**src/common/ipb_pkg.sv**
```systemverilog
// IPbus register fabric
// shared widths and encodings
package ipb_pkg;

  ////////////////////////////////////////////////////////////
  // bus widths
  localparam int IPB_ADDR_W = 24;   // slave address from the master
  localparam int IPB_DATA_W = 32;   // read and write data
  localparam int SLOT_W     = 4;    // addr bits 23:20 pick the slot
  localparam int REG_W      = 2;    // low addr bits pick the register

  ////////////////////////////////////////////////////////////
  // serial word lengths
  localparam int CLK_SYNTH_WORD_W = 32;  // clock synthesizer word
  localparam int AFE_DAC_WORD_W   = 24;  // AFE DAC word

  // slot map, top address nibble
  typedef enum logic [SLOT_W-1:0] {
    slot_chan0     = 4'd0,   // channel slots are unmapped here
    slot_chan1     = 4'd1,
    slot_chan2     = 4'd2,
    slot_chan3     = 4'd3,
    slot_chan4     = 4'd4,
    slot_clk_synth = 4'd5,   // ADC clock synthesizer
    slot_afe_dac   = 4'd6    // AFE DAC, 7 and up reserved
  } slot_e;

  // register offsets inside a serial slave
  typedef enum logic [REG_W-1:0] {
    reg_word   = 2'd0,   // write sends the word, read gives last sent
    reg_status = 2'd1,   // busy and sticky overrun
    reg_sync   = 2'd2    // control bit
  } reg_e;

  // transaction FSM states
  typedef enum logic [2:0] {
    st_idle,
    st_write,       // one cycle of io_wr_en
    st_read_wait,   // io_rd_en held until readback ack
    st_ack,         // ipb_ack pulse
    st_release      // wait for strobe low
  } io_state_e;

endpackage

```
**src/afe_dac/afe_dac_intf.sv**
```systemverilog
// AFE DAC register slave
module afe_dac_intf #(
  parameter int SCLK_DIV = 2
) (
  input  logic                           ipb_clk,
  input  logic                           reset,
  input  logic                           sel,
  input  logic                           io_wr_en,
  input  logic                           io_rd_en,
  input  logic [ipb_pkg::REG_W-1:0]      reg_addr,
  input  logic [ipb_pkg::IPB_DATA_W-1:0] wr_data,
  output logic [ipb_pkg::IPB_DATA_W-1:0] rd_data,
  output logic                           rd_ack,
  output logic                           sclk,
  output logic                           sdi,
  output logic                           sync_n    // low around the word
);
  import ipb_pkg::*;

  localparam int TAIL_W = $clog2(2 * SCLK_DIV + 1);

  logic [AFE_DAC_WORD_W-1:0] last_word;
  logic [TAIL_W-1:0]         tail_cnt;
  logic                      tail;       // sync_n hold after the frame
  logic                      wr_word;
  logic                      load;
  logic                      rd_fire;
  logic                      rd_en_q;
  logic                      busy;
  logic                      frame;
  logic                      done;
  logic                      overrun;

  assign wr_word = sel & io_wr_en & (reg_e'(reg_addr) == reg_word);
  assign load    = wr_word & ~busy;
  assign rd_fire = sel & io_rd_en & ~rd_en_q;
  assign sync_n  = ~(frame | done | tail);   // no gap between frame and tail

  serial_word_tx #(
    .WORD_W   (AFE_DAC_WORD_W),
    .SCLK_DIV (SCLK_DIV)
  ) u_tx (
    .ipb_clk (ipb_clk),
    .reset   (reset),
    .load    (load),
    .word    (wr_data[AFE_DAC_WORD_W-1:0]),  // low 24 bits only
    .busy    (busy),
    .sclk    (sclk),
    .sdata   (sdi),
    .frame   (frame),
    .done    (done)
  );

  ////////////////////////////////////////////////////////////
  // control, status, sync_n tail
  always_ff @(posedge ipb_clk) begin
    if (reset) begin
      rd_en_q  <= 1'b0;
      rd_ack   <= 1'b0;
      overrun  <= 1'b0;
      tail     <= 1'b0;
      tail_cnt <= '0;
    end else begin
      rd_en_q <= io_rd_en;
      rd_ack  <= rd_fire;
      if (wr_word && busy) begin
        overrun <= 1'b1;
      end else if (rd_fire && reg_e'(reg_addr) == reg_status) begin
        overrun <= 1'b0;
      end
      if (done) begin          // one extra serial period
        tail     <= 1'b1;
        tail_cnt <= '0;
      end else if (tail) begin
        if (tail_cnt == TAIL_W'(2 * SCLK_DIV - 1)) begin
          tail <= 1'b0;
        end
        tail_cnt <= tail_cnt + 1'b1;
      end
    end
  end

  // readback, reg_sync has no bit here
  always_ff @(posedge ipb_clk) begin
    if (load) begin
      last_word <= wr_data[AFE_DAC_WORD_W-1:0];
    end
    if (rd_fire) begin
      case (reg_e'(reg_addr))
        reg_word:   rd_data <= IPB_DATA_W'(last_word);
        reg_status: rd_data <= {{(IPB_DATA_W-2){1'b0}}, overrun, busy};
        default:    rd_data <= '0;
      endcase
    end
  end

endmodule

```
**src/clk_synth/clk_synth_intf.sv**
```systemverilog
// ADC clock synthesizer register slave
module clk_synth_intf #(
  parameter int SCLK_DIV = 2
) (
  input  logic                           ipb_clk,
  input  logic                           reset,
  input  logic                           sel,       // slot selected
  input  logic                           io_wr_en,
  input  logic                           io_rd_en,
  input  logic [ipb_pkg::REG_W-1:0]      reg_addr,
  input  logic [ipb_pkg::IPB_DATA_W-1:0] wr_data,
  output logic [ipb_pkg::IPB_DATA_W-1:0] rd_data,
  output logic                           rd_ack,    // one cycle
  output logic                           dclk,
  output logic                           ddat,
  output logic                           dlen,      // latch pulse after word
  output logic                           sync
);
  import ipb_pkg::*;

  localparam int LEN_W = $clog2(2 * SCLK_DIV + 1);

  logic [CLK_SYNTH_WORD_W-1:0] last_word;  // last word accepted
  logic [LEN_W-1:0]            len_cnt;
  logic                        wr_word;
  logic                        load;
  logic                        rd_fire;
  logic                        rd_en_q;
  logic                        busy;
  logic                        done;
  logic                        overrun;    // sticky, cleared by status read

  assign wr_word = sel & io_wr_en & (reg_e'(reg_addr) == reg_word);
  assign load    = wr_word & ~busy;          // drop word while shifting
  assign rd_fire = sel & io_rd_en & ~rd_en_q;  // first cycle of the read

  serial_word_tx #(
    .WORD_W   (CLK_SYNTH_WORD_W),
    .SCLK_DIV (SCLK_DIV)
  ) u_tx (
    .ipb_clk (ipb_clk),
    .reset   (reset),
    .load    (load),
    .word    (wr_data[CLK_SYNTH_WORD_W-1:0]),
    .busy    (busy),
    .sclk    (dclk),
    .sdata   (ddat),
    .frame   (),
    .done    (done)
  );

  ////////////////////////////////////////////////////////////
  // control and status
  always_ff @(posedge ipb_clk) begin
    if (reset) begin
      rd_en_q <= 1'b0;
      rd_ack  <= 1'b0;
      overrun <= 1'b0;
      sync    <= 1'b0;
      dlen    <= 1'b0;
      len_cnt <= '0;
    end else begin
      rd_en_q <= io_rd_en;
      rd_ack  <= rd_fire;
      if (wr_word && busy) begin
        overrun <= 1'b1;
      end else if (rd_fire && reg_e'(reg_addr) == reg_status) begin
        overrun <= 1'b0;
      end
      if (sel && io_wr_en && reg_e'(reg_addr) == reg_sync) begin
        sync <= wr_data[0];
      end
      // dlen lasts one serial clock period
      if (done) begin
        dlen    <= 1'b1;
        len_cnt <= '0;
      end else if (dlen) begin
        if (len_cnt == LEN_W'(2 * SCLK_DIV - 1)) begin
          dlen <= 1'b0;
        end
        len_cnt <= len_cnt + 1'b1;
      end
    end
  end

  // word copy and readback
  always_ff @(posedge ipb_clk) begin
    if (load) begin
      last_word <= wr_data[CLK_SYNTH_WORD_W-1:0];
    end
    if (rd_fire) begin
      case (reg_e'(reg_addr))
        reg_word:   rd_data <= IPB_DATA_W'(last_word);
        reg_status: rd_data <= {{(IPB_DATA_W-2){1'b0}}, overrun, busy};
        reg_sync:   rd_data <= {{(IPB_DATA_W-1){1'b0}}, sync};
        default:    rd_data <= '0;
      endcase
    end
  end

endmodule

```
**src/ipb_fabric_top.sv**
```systemverilog
// IPbus fabric top with serial config slaves
module ipb_fabric_top #(
  parameter int SCLK_DIV = 2   // ipb_clk cycles per serial half-period
) (
  input  logic                           ipb_clk,
  input  logic                           reset,       // sync, active high
  input  logic                           ipb_strobe,  // access requested
  input  logic                           ipb_write,   // write when high
  input  logic [ipb_pkg::IPB_ADDR_W-1:0] ipb_addr,
  input  logic [ipb_pkg::IPB_DATA_W-1:0] ipb_wdata,
  output logic [ipb_pkg::IPB_DATA_W-1:0] ipb_rdata,
  output logic                           ipb_ack,     // one cycle pulse
  output logic                           adcclk_dclk,
  output logic                           adcclk_ddat,
  output logic                           adcclk_dlen,
  output logic                           adcclk_sync,
  output logic                           afe_dac_sclk,
  output logic                           afe_dac_sdi,
  output logic                           afe_dac_sync_n
);
  import ipb_pkg::*;

  logic                  io_rd_en;     // read in progress
  logic                  io_wr_en;     // one cycle write strobe
  logic                  io_rd_ack;    // registered merged read ack
  logic                  cs_sel;       // clock synth slot
  logic                  dac_sel;      // DAC slot
  logic                  cs_rd_ack;
  logic                  dac_rd_ack;
  logic [IPB_DATA_W-1:0] cs_rd_data;
  logic [IPB_DATA_W-1:0] dac_rd_data;

  ////////////////////////////////////////////////////////////
  // transaction control
  ipb_io_fsm u_fsm (
    .ipb_clk    (ipb_clk),
    .reset      (reset),
    .ipb_strobe (ipb_strobe),
    .ipb_write  (ipb_write),
    .io_rd_ack  (io_rd_ack),
    .io_sync    (),            // high for the whole operation
    .io_rd_en   (io_rd_en),
    .io_wr_en   (io_wr_en),
    .ipb_ack    (ipb_ack)
  );

  // slot decode and readback mux
  ipb_slot_decode u_decode (
    .ipb_clk     (ipb_clk),
    .reset       (reset),
    .ipb_addr    (ipb_addr),
    .io_rd_en    (io_rd_en),
    .cs_rd_ack   (cs_rd_ack),
    .cs_rd_data  (cs_rd_data),
    .dac_rd_ack  (dac_rd_ack),
    .dac_rd_data (dac_rd_data),
    .cs_sel      (cs_sel),
    .dac_sel     (dac_sel),
    .io_rd_ack   (io_rd_ack),
    .ipb_rdata   (ipb_rdata)
  );

  ////////////////////////////////////////////////////////////
  // serial slaves
  clk_synth_intf #(.SCLK_DIV(SCLK_DIV)) u_clk_synth (
    .ipb_clk  (ipb_clk),
    .reset    (reset),
    .sel      (cs_sel),
    .io_wr_en (io_wr_en),
    .io_rd_en (io_rd_en),
    .reg_addr (ipb_addr[REG_W-1:0]),   // offset bits above these ignored
    .wr_data  (ipb_wdata),
    .rd_data  (cs_rd_data),
    .rd_ack   (cs_rd_ack),
    .dclk     (adcclk_dclk),
    .ddat     (adcclk_ddat),
    .dlen     (adcclk_dlen),
    .sync     (adcclk_sync)
  );

  afe_dac_intf #(.SCLK_DIV(SCLK_DIV)) u_afe_dac (
    .ipb_clk  (ipb_clk),
    .reset    (reset),
    .sel      (dac_sel),
    .io_wr_en (io_wr_en),
    .io_rd_en (io_rd_en),
    .reg_addr (ipb_addr[REG_W-1:0]),
    .wr_data  (ipb_wdata),
    .rd_data  (dac_rd_data),
    .rd_ack   (dac_rd_ack),
    .sclk     (afe_dac_sclk),
    .sdi      (afe_dac_sdi),
    .sync_n   (afe_dac_sync_n)
  );

endmodule

```
**src/ipb_io_fsm.sv**
```systemverilog
// IPbus transaction state machine
module ipb_io_fsm (
  input  logic ipb_clk,
  input  logic reset,
  input  logic ipb_strobe,  // level, held by master until ack
  input  logic ipb_write,
  input  logic io_rd_ack,   // registered readback ack
  output logic io_sync,     // high for the whole operation
  output logic io_rd_en,    // held until the read ack
  output logic io_wr_en,    // single cycle
  output logic ipb_ack      // single cycle
);
  import ipb_pkg::*;

  io_state_e state;

  always_ff @(posedge ipb_clk) begin
    if (reset) begin
      state    <= st_idle;
      io_sync  <= 1'b0;
      io_rd_en <= 1'b0;
      io_wr_en <= 1'b0;
      ipb_ack  <= 1'b0;
    end else begin
      case (state)
        st_idle: begin
          if (ipb_strobe) begin
            io_sync <= 1'b1;
            if (ipb_write) begin
              io_wr_en <= 1'b1;      // target updates on the next edge
              state    <= st_write;
            end else begin
              io_rd_en <= 1'b1;
              state    <= st_read_wait;
            end
          end
        end
        st_write: begin
          io_wr_en <= 1'b0;
          ipb_ack  <= 1'b1;          // write is done, ack right away
          state    <= st_ack;
        end
        st_read_wait: begin
          if (io_rd_ack) begin       // data already in ipb_rdata
            io_rd_en <= 1'b0;
            ipb_ack  <= 1'b1;
            state    <= st_ack;
          end
        end
        st_ack: begin
          ipb_ack <= 1'b0;           // pulse only
          state   <= st_release;
        end
        st_release: begin
          // hold off a second access until the master lets go
          if (!ipb_strobe) begin
            io_sync <= 1'b0;
            state   <= st_idle;
          end
        end
        default: state <= st_idle;
      endcase
    end
  end

endmodule

```
**src/ipb_slot_decode.sv**
```systemverilog
// slot decode and readback mux
module ipb_slot_decode (
  input  logic                           ipb_clk,
  input  logic                           reset,
  input  logic [ipb_pkg::IPB_ADDR_W-1:0] ipb_addr,
  input  logic                           io_rd_en,
  input  logic                           cs_rd_ack,
  input  logic [ipb_pkg::IPB_DATA_W-1:0] cs_rd_data,
  input  logic                           dac_rd_ack,
  input  logic [ipb_pkg::IPB_DATA_W-1:0] dac_rd_data,
  output logic                           cs_sel,
  output logic                           dac_sel,
  output logic                           io_rd_ack,
  output logic [ipb_pkg::IPB_DATA_W-1:0] ipb_rdata
);
  import ipb_pkg::*;

  slot_e slot;
  logic  unmapped;    // no slave answers this slot
  logic  rd_en_q;     // io_rd_en delayed, for edge detect
  logic  nomap_ack;   // stand-in ack for unmapped slots

  assign slot     = slot_e'(ipb_addr[IPB_ADDR_W-1 -: SLOT_W]);
  assign cs_sel   = (slot == slot_clk_synth);
  assign dac_sel  = (slot == slot_afe_dac);
  assign unmapped = ~(cs_sel | dac_sel);  // chan0-4 and 7-15

  ////////////////////////////////////////////////////////////
  // merged ack and data, one register stage
  always_ff @(posedge ipb_clk) begin
    if (reset) begin
      rd_en_q   <= 1'b0;
      nomap_ack <= 1'b0;
      io_rd_ack <= 1'b0;
      ipb_rdata <= '0;
    end else begin
      rd_en_q   <= io_rd_en;
      nomap_ack <= io_rd_en & ~rd_en_q & unmapped;  // same delay as a slave
      io_rd_ack <= io_rd_en & (cs_rd_ack | dac_rd_ack | nomap_ack);
      // steer data of whoever acked, hold otherwise
      if (cs_rd_ack) begin
        ipb_rdata <= cs_rd_data;
      end else if (dac_rd_ack) begin
        ipb_rdata <= dac_rd_data;
      end else if (nomap_ack) begin
        ipb_rdata <= '0;           // unmapped reads as zero
      end
    end
  end

endmodule

```
**src/serial_word_tx.sv**
```systemverilog
// serial word shifter, MSB first
module serial_word_tx #(
  parameter int WORD_W   = 32,  // bits per word
  parameter int SCLK_DIV = 2    // ipb_clk cycles per half-period
) (
  input  logic              ipb_clk,
  input  logic              reset,
  input  logic              load,    // start a word, ignored while busy
  input  logic [WORD_W-1:0] word,
  output logic              busy,    // shift plus done cycle
  output logic              sclk,
  output logic              sdata,
  output logic              frame,   // high while bits go out
  output logic              done     // one cycle after the last bit
);

  localparam int DIV_W = $clog2(SCLK_DIV + 1);
  localparam int BIT_W = $clog2(WORD_W);

  logic [WORD_W-1:0] shreg;
  logic [DIV_W-1:0]  div_cnt;    // cycles within a half-period
  logic [BIT_W-1:0]  bit_cnt;    // bits sent so far
  logic              half_end;   // last cycle of a half-period
  logic              last_bit;

  assign half_end = (div_cnt == DIV_W'(SCLK_DIV - 1));
  assign last_bit = (bit_cnt == BIT_W'(WORD_W - 1));
  assign sdata    = frame & shreg[WORD_W-1];  // idles low
  assign busy     = frame | done;

  // data register, moves on the falling sclk edge
  always_ff @(posedge ipb_clk) begin
    if (load && !busy) begin
      shreg <= word;
    end else if (frame && half_end && sclk) begin
      shreg <= {shreg[WORD_W-2:0], 1'b0};
    end
  end

  ////////////////////////////////////////////////////////////
  // divider and bit counter
  always_ff @(posedge ipb_clk) begin
    if (reset) begin
      frame   <= 1'b0;
      sclk    <= 1'b0;
      done    <= 1'b0;
      div_cnt <= '0;
      bit_cnt <= '0;
    end else begin
      done <= 1'b0;
      if (!frame) begin
        if (load && !busy) begin
          frame   <= 1'b1;         // sclk low, MSB already on sdata
          div_cnt <= '0;
          bit_cnt <= '0;
        end
      end else if (half_end) begin
        div_cnt <= '0;
        sclk    <= ~sclk;
        if (sclk) begin            // high half over, bit period ends
          bit_cnt <= bit_cnt + 1'b1;
          if (last_bit) begin
            frame <= 1'b0;
            done  <= 1'b1;
          end
        end
      end else begin
        div_cnt <= div_cnt + 1'b1;
      end
    end
  end

endmodule
```
**config.mk**
```make
export PLATFORM = sky130hd
export DESIGN_NAME = ipb_fabric_top
export DESIGN_NICKNAME = d
export VERILOG_FILES = /design/src/common/ipb_pkg.sv /design/src/afe_dac/afe_dac_intf.sv /design/src/clk_synth/clk_synth_intf.sv /design/src/ipb_fabric_top.sv /design/src/ipb_io_fsm.sv /design/src/ipb_slot_decode.sv /design/src/serial_word_tx.sv
export SDC_FILE = /design/constraint.sdc
export NUM_CORES = 1
export LEC_CHECK = 0
export ABC_AREA = 1
export BUFFER_PORTS_ARGS = -buffer_cell sky130_fd_sc_hd__buf_2
export CAP_MARGIN = 15
export CORE_MARGIN = 2
export CORE_UTILIZATION = 60
export CTS_CLUSTER_SIZE = 10
export DETAILED_ROUTE_END_ITERATION = 8
export PLACE_DENSITY = 0.81
export SETUP_SLACK_MARGIN = 0.02
export SLEW_MARGIN = 10
export SYNTH_ARGS = -nofsm -noshare
export SYNTH_HDL_FRONTEND = slang
export SYNTH_SLANG_ARGS = --single-unit
```
**constraint.sdc**
```tcl
create_clock -name ipb_clk -period 3.8 [get_ports ipb_clk]
set_input_delay 0.76 -clock ipb_clk [delete_from_list [all_inputs] [get_ports ipb_clk]]
set_output_delay 0.76 -clock ipb_clk [all_outputs]
set_load 0.03 [all_outputs]
```
Word-level counts from Yosys, hierarchy flattened
Cells that the tools add are included.
{"block": "word_totals", "latch_bits": 0, "register_bits": 250, "memories": 0, "mem_bits_ro": 0, "ram_bits": 0, "elab_cells": 191, "in_bits": 60}
{"block": "op_classes", "eq_ne": 23, "mux": 59, "bitwise_logic": 32, "shift": 0, "n_div": 0, "mul": 0, "order_cmp": 0, "reduce_logical": 38, "add_sub_neg": 6}
{"cell": "2-to-1 mux 32 bit", "n": 5}
{"cell": "one-hot mux 32 bit (3 select lines)", "n": 1}
{"cell": "2-to-1 mux 24 bit", "n": 2}
{"cell": "one-hot mux 24 bit (2 select lines)", "n": 1}
{"cell": "2-to-1 mux 5 bit", "n": 8}
{"cell": "2-to-1 mux 1 bit", "n": 28}
{"cell": "nonzero test 2 bit", "n": 8}
{"cell": "AND 1 bit", "n": 15}
{"cell": "one-hot mux 3 bit (5 select lines)", "n": 1}
{"cell": "2-to-1 mux 2 bit", "n": 7}
{"cell": "equality test 3 x 2 -> 1 bit, second input constant", "n": 4}
{"cell": "logical AND 1 bit", "n": 12}
{"cell": "inequality test 2 bit, second input constant", "n": 6}
{"cell": "AND reduction 3 bit", "n": 4}
{"cell": "inverter 1 bit", "n": 11}
{"cell": "adder 5 x 1 -> 5 bit, second input constant", "n": 2}
{"cell": "equality test 5 bit, second input constant", "n": 2}
{"cell": "2-to-1 mux 3 bit", "n": 3}
{"cell": "equality test 4 x 3 -> 1 bit, second input constant", "n": 2}
{"cell": "OR reduction 4 bit", "n": 2}
{"cell": "adder 3 x 1 -> 3 bit, second input constant", "n": 2}
{"cell": "equality test 2 x 1 -> 1 bit, second input constant", "n": 3}
{"cell": "inequality test 2 x 1 -> 1 bit, second input constant", "n": 3}
{"cell": "OR 1 bit", "n": 6}
{"cell": "13 further kinds", "n": 20}

Depth between registers and ports, before layout
{"block": "depth", "word_depth": 7, "depth_mapped": 8, "mapped_depth_nobuf": 8}

Modules after synthesis
From an unflattened synthesis, not the netlist that was laid out.
{"block": "unflattened", "hier_cells": 1051, "area_unflattened_um2": 10447.5}
{"mod": "clk_synth_intf", "cells_per_inst": 176, "area_per_inst_um2": 2625.0, "n_inst": 1}
{"mod": "afe_dac_intf", "cells_per_inst": 144, "area_per_inst_um2": 2070.7, "n_inst": 1}
{"mod": "serial_word_tx (u_clk_synth.u_tx)", "cells_per_inst": 204, "area_per_inst_um2": 1928.1, "n_inst": 1}
{"mod": "ipb_slot_decode", "cells_per_inst": 295, "area_per_inst_um2": 1905.6, "n_inst": 1}
{"mod": "serial_word_tx (u_afe_dac.u_tx)", "cells_per_inst": 174, "area_per_inst_um2": 1557.7, "n_inst": 1}
{"mod": "ipb_io_fsm", "cells_per_inst": 58, "area_per_inst_um2": 360.3, "n_inst": 1}

Worst setup path after synthesis
No wires, ideal clock.
{"block": "synth_timing", "path_type": "input -> register", "start": "input ipb_addr[23] (netlist name)", "end": "register u_clk_synth.rd_data[0] (netlist name) (enable)", "arrival_time_ns": 2.340, "path_slack_ns": 1.037, "required_time_ns": 3.377, "n_path_buf": 0, "cell_stages": 3, "path_cell_list": "inv_1 > nand4_1 > nor2_1"}
{"block": "synth_via", "elab_chain_cells": 3}
{"item": "start, declared", "line_no": "ipb_fabric_top.sv:9", "rtl": "input logic [ipb_pkg::IPB_ADDR_W-1:0] ipb_addr,"}
{"item": "equality test 4 x 3 -> 1 bit", "line_no": "ipb_slot_decode.sv:24", "rtl": "assign cs_sel = (slot == slot_clk_synth);"}
{"item": "AND 1 bit (2 in series)", "line_no": "clk_synth_intf.sv:35", "rtl": "assign rd_fire = sel & io_rd_en & ~rd_en_q;"}
{"item": "net u_clk_synth.rd_fire", "line_no": "clk_synth_intf.sv:27", "rtl": "logic rd_fire;"}
{"item": "end signal, assigned", "line_no": "clk_synth_intf.sv:93", "rtl": "reg_word: rd_data <= IPB_DATA_W'(last_word);"}
{"item": "end signal, assigned", "line_no": "clk_synth_intf.sv:94", "rtl": "reg_status: rd_data <= {{(IPB_DATA_W-2){1'b0}}, overrun, busy};"}
{"item": "end signal, assigned", "line_no": "clk_synth_intf.sv:95", "rtl": "reg_sync: rd_data <= {{(IPB_DATA_W-1){1'b0}}, sync};"}
{"item": "end, declared", "line_no": "clk_synth_intf.sv:12", "rtl": "output logic [ipb_pkg::IPB_DATA_W-1:0] rd_data,"}
The timed path passes the listed nets, and every way through them passes these cells.
A chain may end at the register's enable or synchronous reset.

Worst setup path in the final report
{"block": "layout_timing", "start": "input ipb_addr[0] (netlist name)", "end": "register u_afe_dac.u_tx.bit_cnt[3]"}
{"block": "layout_via", "elab_chain_cells": 6}
{"item": "logical NOT 2 bit", "line_no": "afe_dac_intf.sv:34", "rtl": "assign wr_word = sel & io_wr_en & (reg_e'(reg_addr) == reg_word);"}
{"item": "AND 1 bit", "line_no": "afe_dac_intf.sv:34"}
{"item": "AND 1 bit", "line_no": "afe_dac_intf.sv:35", "rtl": "assign load = wr_word & ~busy;"}
{"item": "logical AND 1 bit", "line_no": "serial_word_tx.sv:52", "rtl": "if (load && !busy) begin"}
{"item": "nonzero test 2 bit (no source line)"}
{"item": "AND reduction 3 bit (no source line)"}
{"item": "end signal, assigned", "line_no": "serial_word_tx.sv:61", "rtl": "bit_cnt <= bit_cnt + 1'b1;"}
{"item": "end, declared", "line_no": "serial_word_tx.sv:22", "rtl": "logic [BIT_W-1:0] bit_cnt;"}
No other way between the ends.

==> metrics.md <==
| Metric | Value |
|---|---|
| Mapped Nets | 919 |
| CTS tree | done |
| Critical Path RT | 4.21 ns |
| Place WS | 0.8462 ns |
| Synth Register Bits | 242 |
| Total power draw | 5.541 mW |
| Reg2Reg Launch Point | u_afe_dac.u_tx.frame |
| Slew @ Worst Pin | 1.002 ns |
| Gate power share | 5.2% |
| RSZ-0062 raised after global routing | false |
| # IOs | 100 |
| Clock latency on the worst-skew pair | 0.52 ns |
| Most frequent cells after synthesis | edfxtp_1, nand2_1, inv_1 |
| Post-synth top area cell | edfxtp_1 |
| Clk network pwr share | 43.1% |
| Post-synthesis async set-or-reset flop share | 0% |
| Non-filler cells, final | 1170 |
| Final Util | 70.61% |
| Crit-path most repeated cell | nor2_1 |
| Hold Crit Class | in -> reg |
| DP Wirelength | 11.39 mm |
| Die Ht | 129.2 um |
| Die width | 129.2 um |
| Cell Area, Synth | 9400 sq um |
| WHS Endpoint | u_clk_synth.last_word[30] |
| Syn Inst Count | 852 |
| Final Hold Viols | 0 |
| CP max FO | 53 |
| Synth area leaders | edfxtp_1, dfxtp_1, nand2_1 |
| Average size of a mapped cell | 11.03 sq um |
| Rows | 45 |
| First-pass GRT wire length | 29.58 mm |
| Run status | finished, final reports clean |
| Placed cell count | 1118 |
| DR vias | 6125 |
| P_leak | 4.350 nW |
| Core Area | 15260 sq um |
| Cts-stage hold buffer count | 0 |
| Routed WL | 18.48 mm |
| Clock Sinks | 242 |
| Worst path top cell family by delay | simple AND/OR/NAND/NOR gates |
| DRT iter0 DRCs | 521 |
| Starting Density | 61.61% |
| Critical-path top delay cell | nand2_2 |
| Largest net degree at the start of global routing | 63 |
| NumNets Final | 1004 |
| Vias per inst | 5.235 |
| Critical Path AT | 2.89 ns |
| Relative slew margins | 33.11% |
| Hold Startpoint | ipb_wdata[30] |
| Crit. End Element | register |
| Sum Neg Setup Slack | 0 ns |
| Sequential cell area | 6526 sq um |
| Slew Limit Fails | 0 |
| Sequential-to-total area share from yosys stat | 69.43% |
| Post_cts resized | 0 |
| Worst Path Buf+Inv | 3 |
| Power per Cell Area | 514.2 nW/um^2 |
| Worst Reg-to-Reg Cells | 6 |
| Postcts setup bufs | 0 |
| Worst path cell trace | buf_2, inv_2, nand2_8, nor2_8, nand3_4, nand2_2, inv_1, nor2_1, nor2_1 |
| Yosys warns | 0 |
| DRC Markers | 0 |
| Net Sw Power | 1.193 mW |
| Total GRT Usage | 22.51% |
| Share of cells above drive strength 1 | 15.64% |
| Number of buffers created by CTS | 28 |
| Clk pin slew, worst setup/hold paths | 0.06 ns |
| CTS max path bufs | 3 |
| Final setup vio count | 0 |
| Fillers | 1025 |
| Hold depth | 1 |
| Diodes inserted | 0 |
| Startpoint Class | primary input |
| Vias in the first global route | 5915 |
| Multi-input gate area | 2228 sq um |
| Worst stage delay on the critical path | 0.68 ns |
| Clk_skew | 0.01057 ns |
| Top-count cell post-synth | edfxtp_1 |
| Antenna-violating nets left | 0 |
| H-tree depth | 1 |
| Flop pwr share | 51.7% |
| Sw frac | 21.52% |
| Fin worst setup slack | 1.318 ns |
| Area Growth Syn to Fin | 14.61% |
| Die Area | 16680 sq um |
| RR Endpoint | u_afe_dac.u_tx.bit_cnt[3] |
| Max cap viols | 0 |
| Total grt overflow | 0 |
| Gpl congestion | 0.8578 |
| EDFF count, synth | 168 |
| Initial antenna violation count | 0 |
| Max IR drop VDD | 364.4 uV |
| WS Path Type | in -> reg |
| Fin crit share | 65.31% |
| Final min period | 2.482 ns |
| Cell internal pwr | 4.348 mW |
| Max Fclk | 403.0 MHz |
| Synth Flop Type | edfxtp_1 |
| Port buffer count | 81 |
| Reg-to-reg slack, setup | 1.60 ns |
| Area share of the largest cell type after synthesis | 53.67% |
| Drt first pass iters | 5 |
| Cell variety after synth | 34 |
| CTS root buf | clkbuf_16 |
| WL per Instance | 15.79 um |
[how the worst max path moves through the flow]
stage | start | to | slack (ns) | cells past startpoint
finish | ipb_addr[0] | u_afe_dac.u_tx.bit_cnt[3] | 1.32 | 9
global route | ipb_addr[0] | u_afe_dac.u_tx.bit_cnt[3] | 1.16 | 9
CTS | ipb_addr[0] | u_afe_dac.u_tx.bit_cnt[3] | 1.34 | 9
detailed placement | ipb_addr[0] | u_afe_dac.u_tx.bit_cnt[3] | 0.85 | 9
global placement | ipb_addr[0] | u_afe_dac.u_tx.bit_cnt[3] | 0.89 | 9
floorplan | ipb_addr[23] | u_clk_synth.rd_data[0] | 1.04 | 3
[layout make-up]
cell class | count | share of cell area [%]
Clock inverter | 1 | 0.08129
Tap cell | 211 | 2.450
Inverter | 122 | 4.274
Multi-Input combinational cell | 454 | 20.68
Timing Repair Buffer | 89 | 4.436
Clock buffer | 51 | 7.502
Sequential cell | 242 | 60.57
[kinds of logic after synthesis]
family	synth area share, %
xor gates and xnor gates	0.2796
AOI/OAI and AO/OA	8.386
DFF	69.43
adders and majority gates	0.9317
buffers and inverters	6.921
and+or+nand+nor	14.06
[layout by cell type (no fill, tap or decap), types with 9 or more instances in the layout]
cell type    n
edfxtp_1   168
nand2_1    155
inv_1      118
nor2_1      99
buf_2       81
dfxtp_1     74
a21oi_1     49
o21ai_1     37
clkbuf_16   29
nand3_1     24
a22oi_1     24
clkbuf_1    22
o21ai_2      9
o21ai_0      9
[worst register-to-register path: cells and delay by family (launching register included)]
kind	cells	cell delay, ns
buffers and inverters	1	0.14
DFF	1	0.40
and+or+nand+nor	5	1.54
[per-stage QoR]
stage	area, sq um	hold WS [ns]
global placement	9957	0.4415
global route	10770	0.4148
floorplan	9400	0.4301
CTS	10770	0.4160
detailed placement	9957	0.4519
finish	10770	0.4316
[sequential cells by signal, summed over array words and instances, names as in the netlist, 2 cells and up]
name and cells:
u_clk_synth.len_cnt 3, u_afe_dac.u_tx.div_cnt 2, u_clk_synth.u_tx.bit_cnt 5, u_afe_dac.last_word 24
u_decode.ipb_rdata 32, u_fsm.state 3, u_clk_synth.last_word 32, u_afe_dac.u_tx.bit_cnt 5
u_afe_dac.rd_data 24, u_clk_synth.u_tx.shreg 32, u_afe_dac.tail_cnt 3, u_clk_synth.rd_data 32
u_afe_dac.u_tx.shreg 24, u_clk_synth.u_tx.div_cnt 2
[power by group through the flow]
stage | sequential [mW] | clock, mW | combinational, mW
2_1_floorplan | 2.93 | 0 | 0.180
3_3_place_gp | 2.92 | 0 | 0.272
3_5_place_dp | 2.92 | 0 | 0.278
4_1_cts | 2.87 | 2.41 | 0.285
5_1_grt | 2.87 | 2.52 | 0.321
6_report | 2.87 | 2.39 | 0.288
[metal layers]
| metal | wire length [um] | track usage [%] | vias to the layer above |
|---|---|---|---|
| li1 | - | - | 2998 |
| met1 | 8161 | 31.81 | 2895 |
| met2 | 8908 | 36.81 | 208 |
| met3 | 1176 | 3.675 | 24 |
| met4 | 232 | 6.010 | 0 |
| met5 | 0 | 0 | - |
No activity file was read; power rests on OpenSTA's default activity.
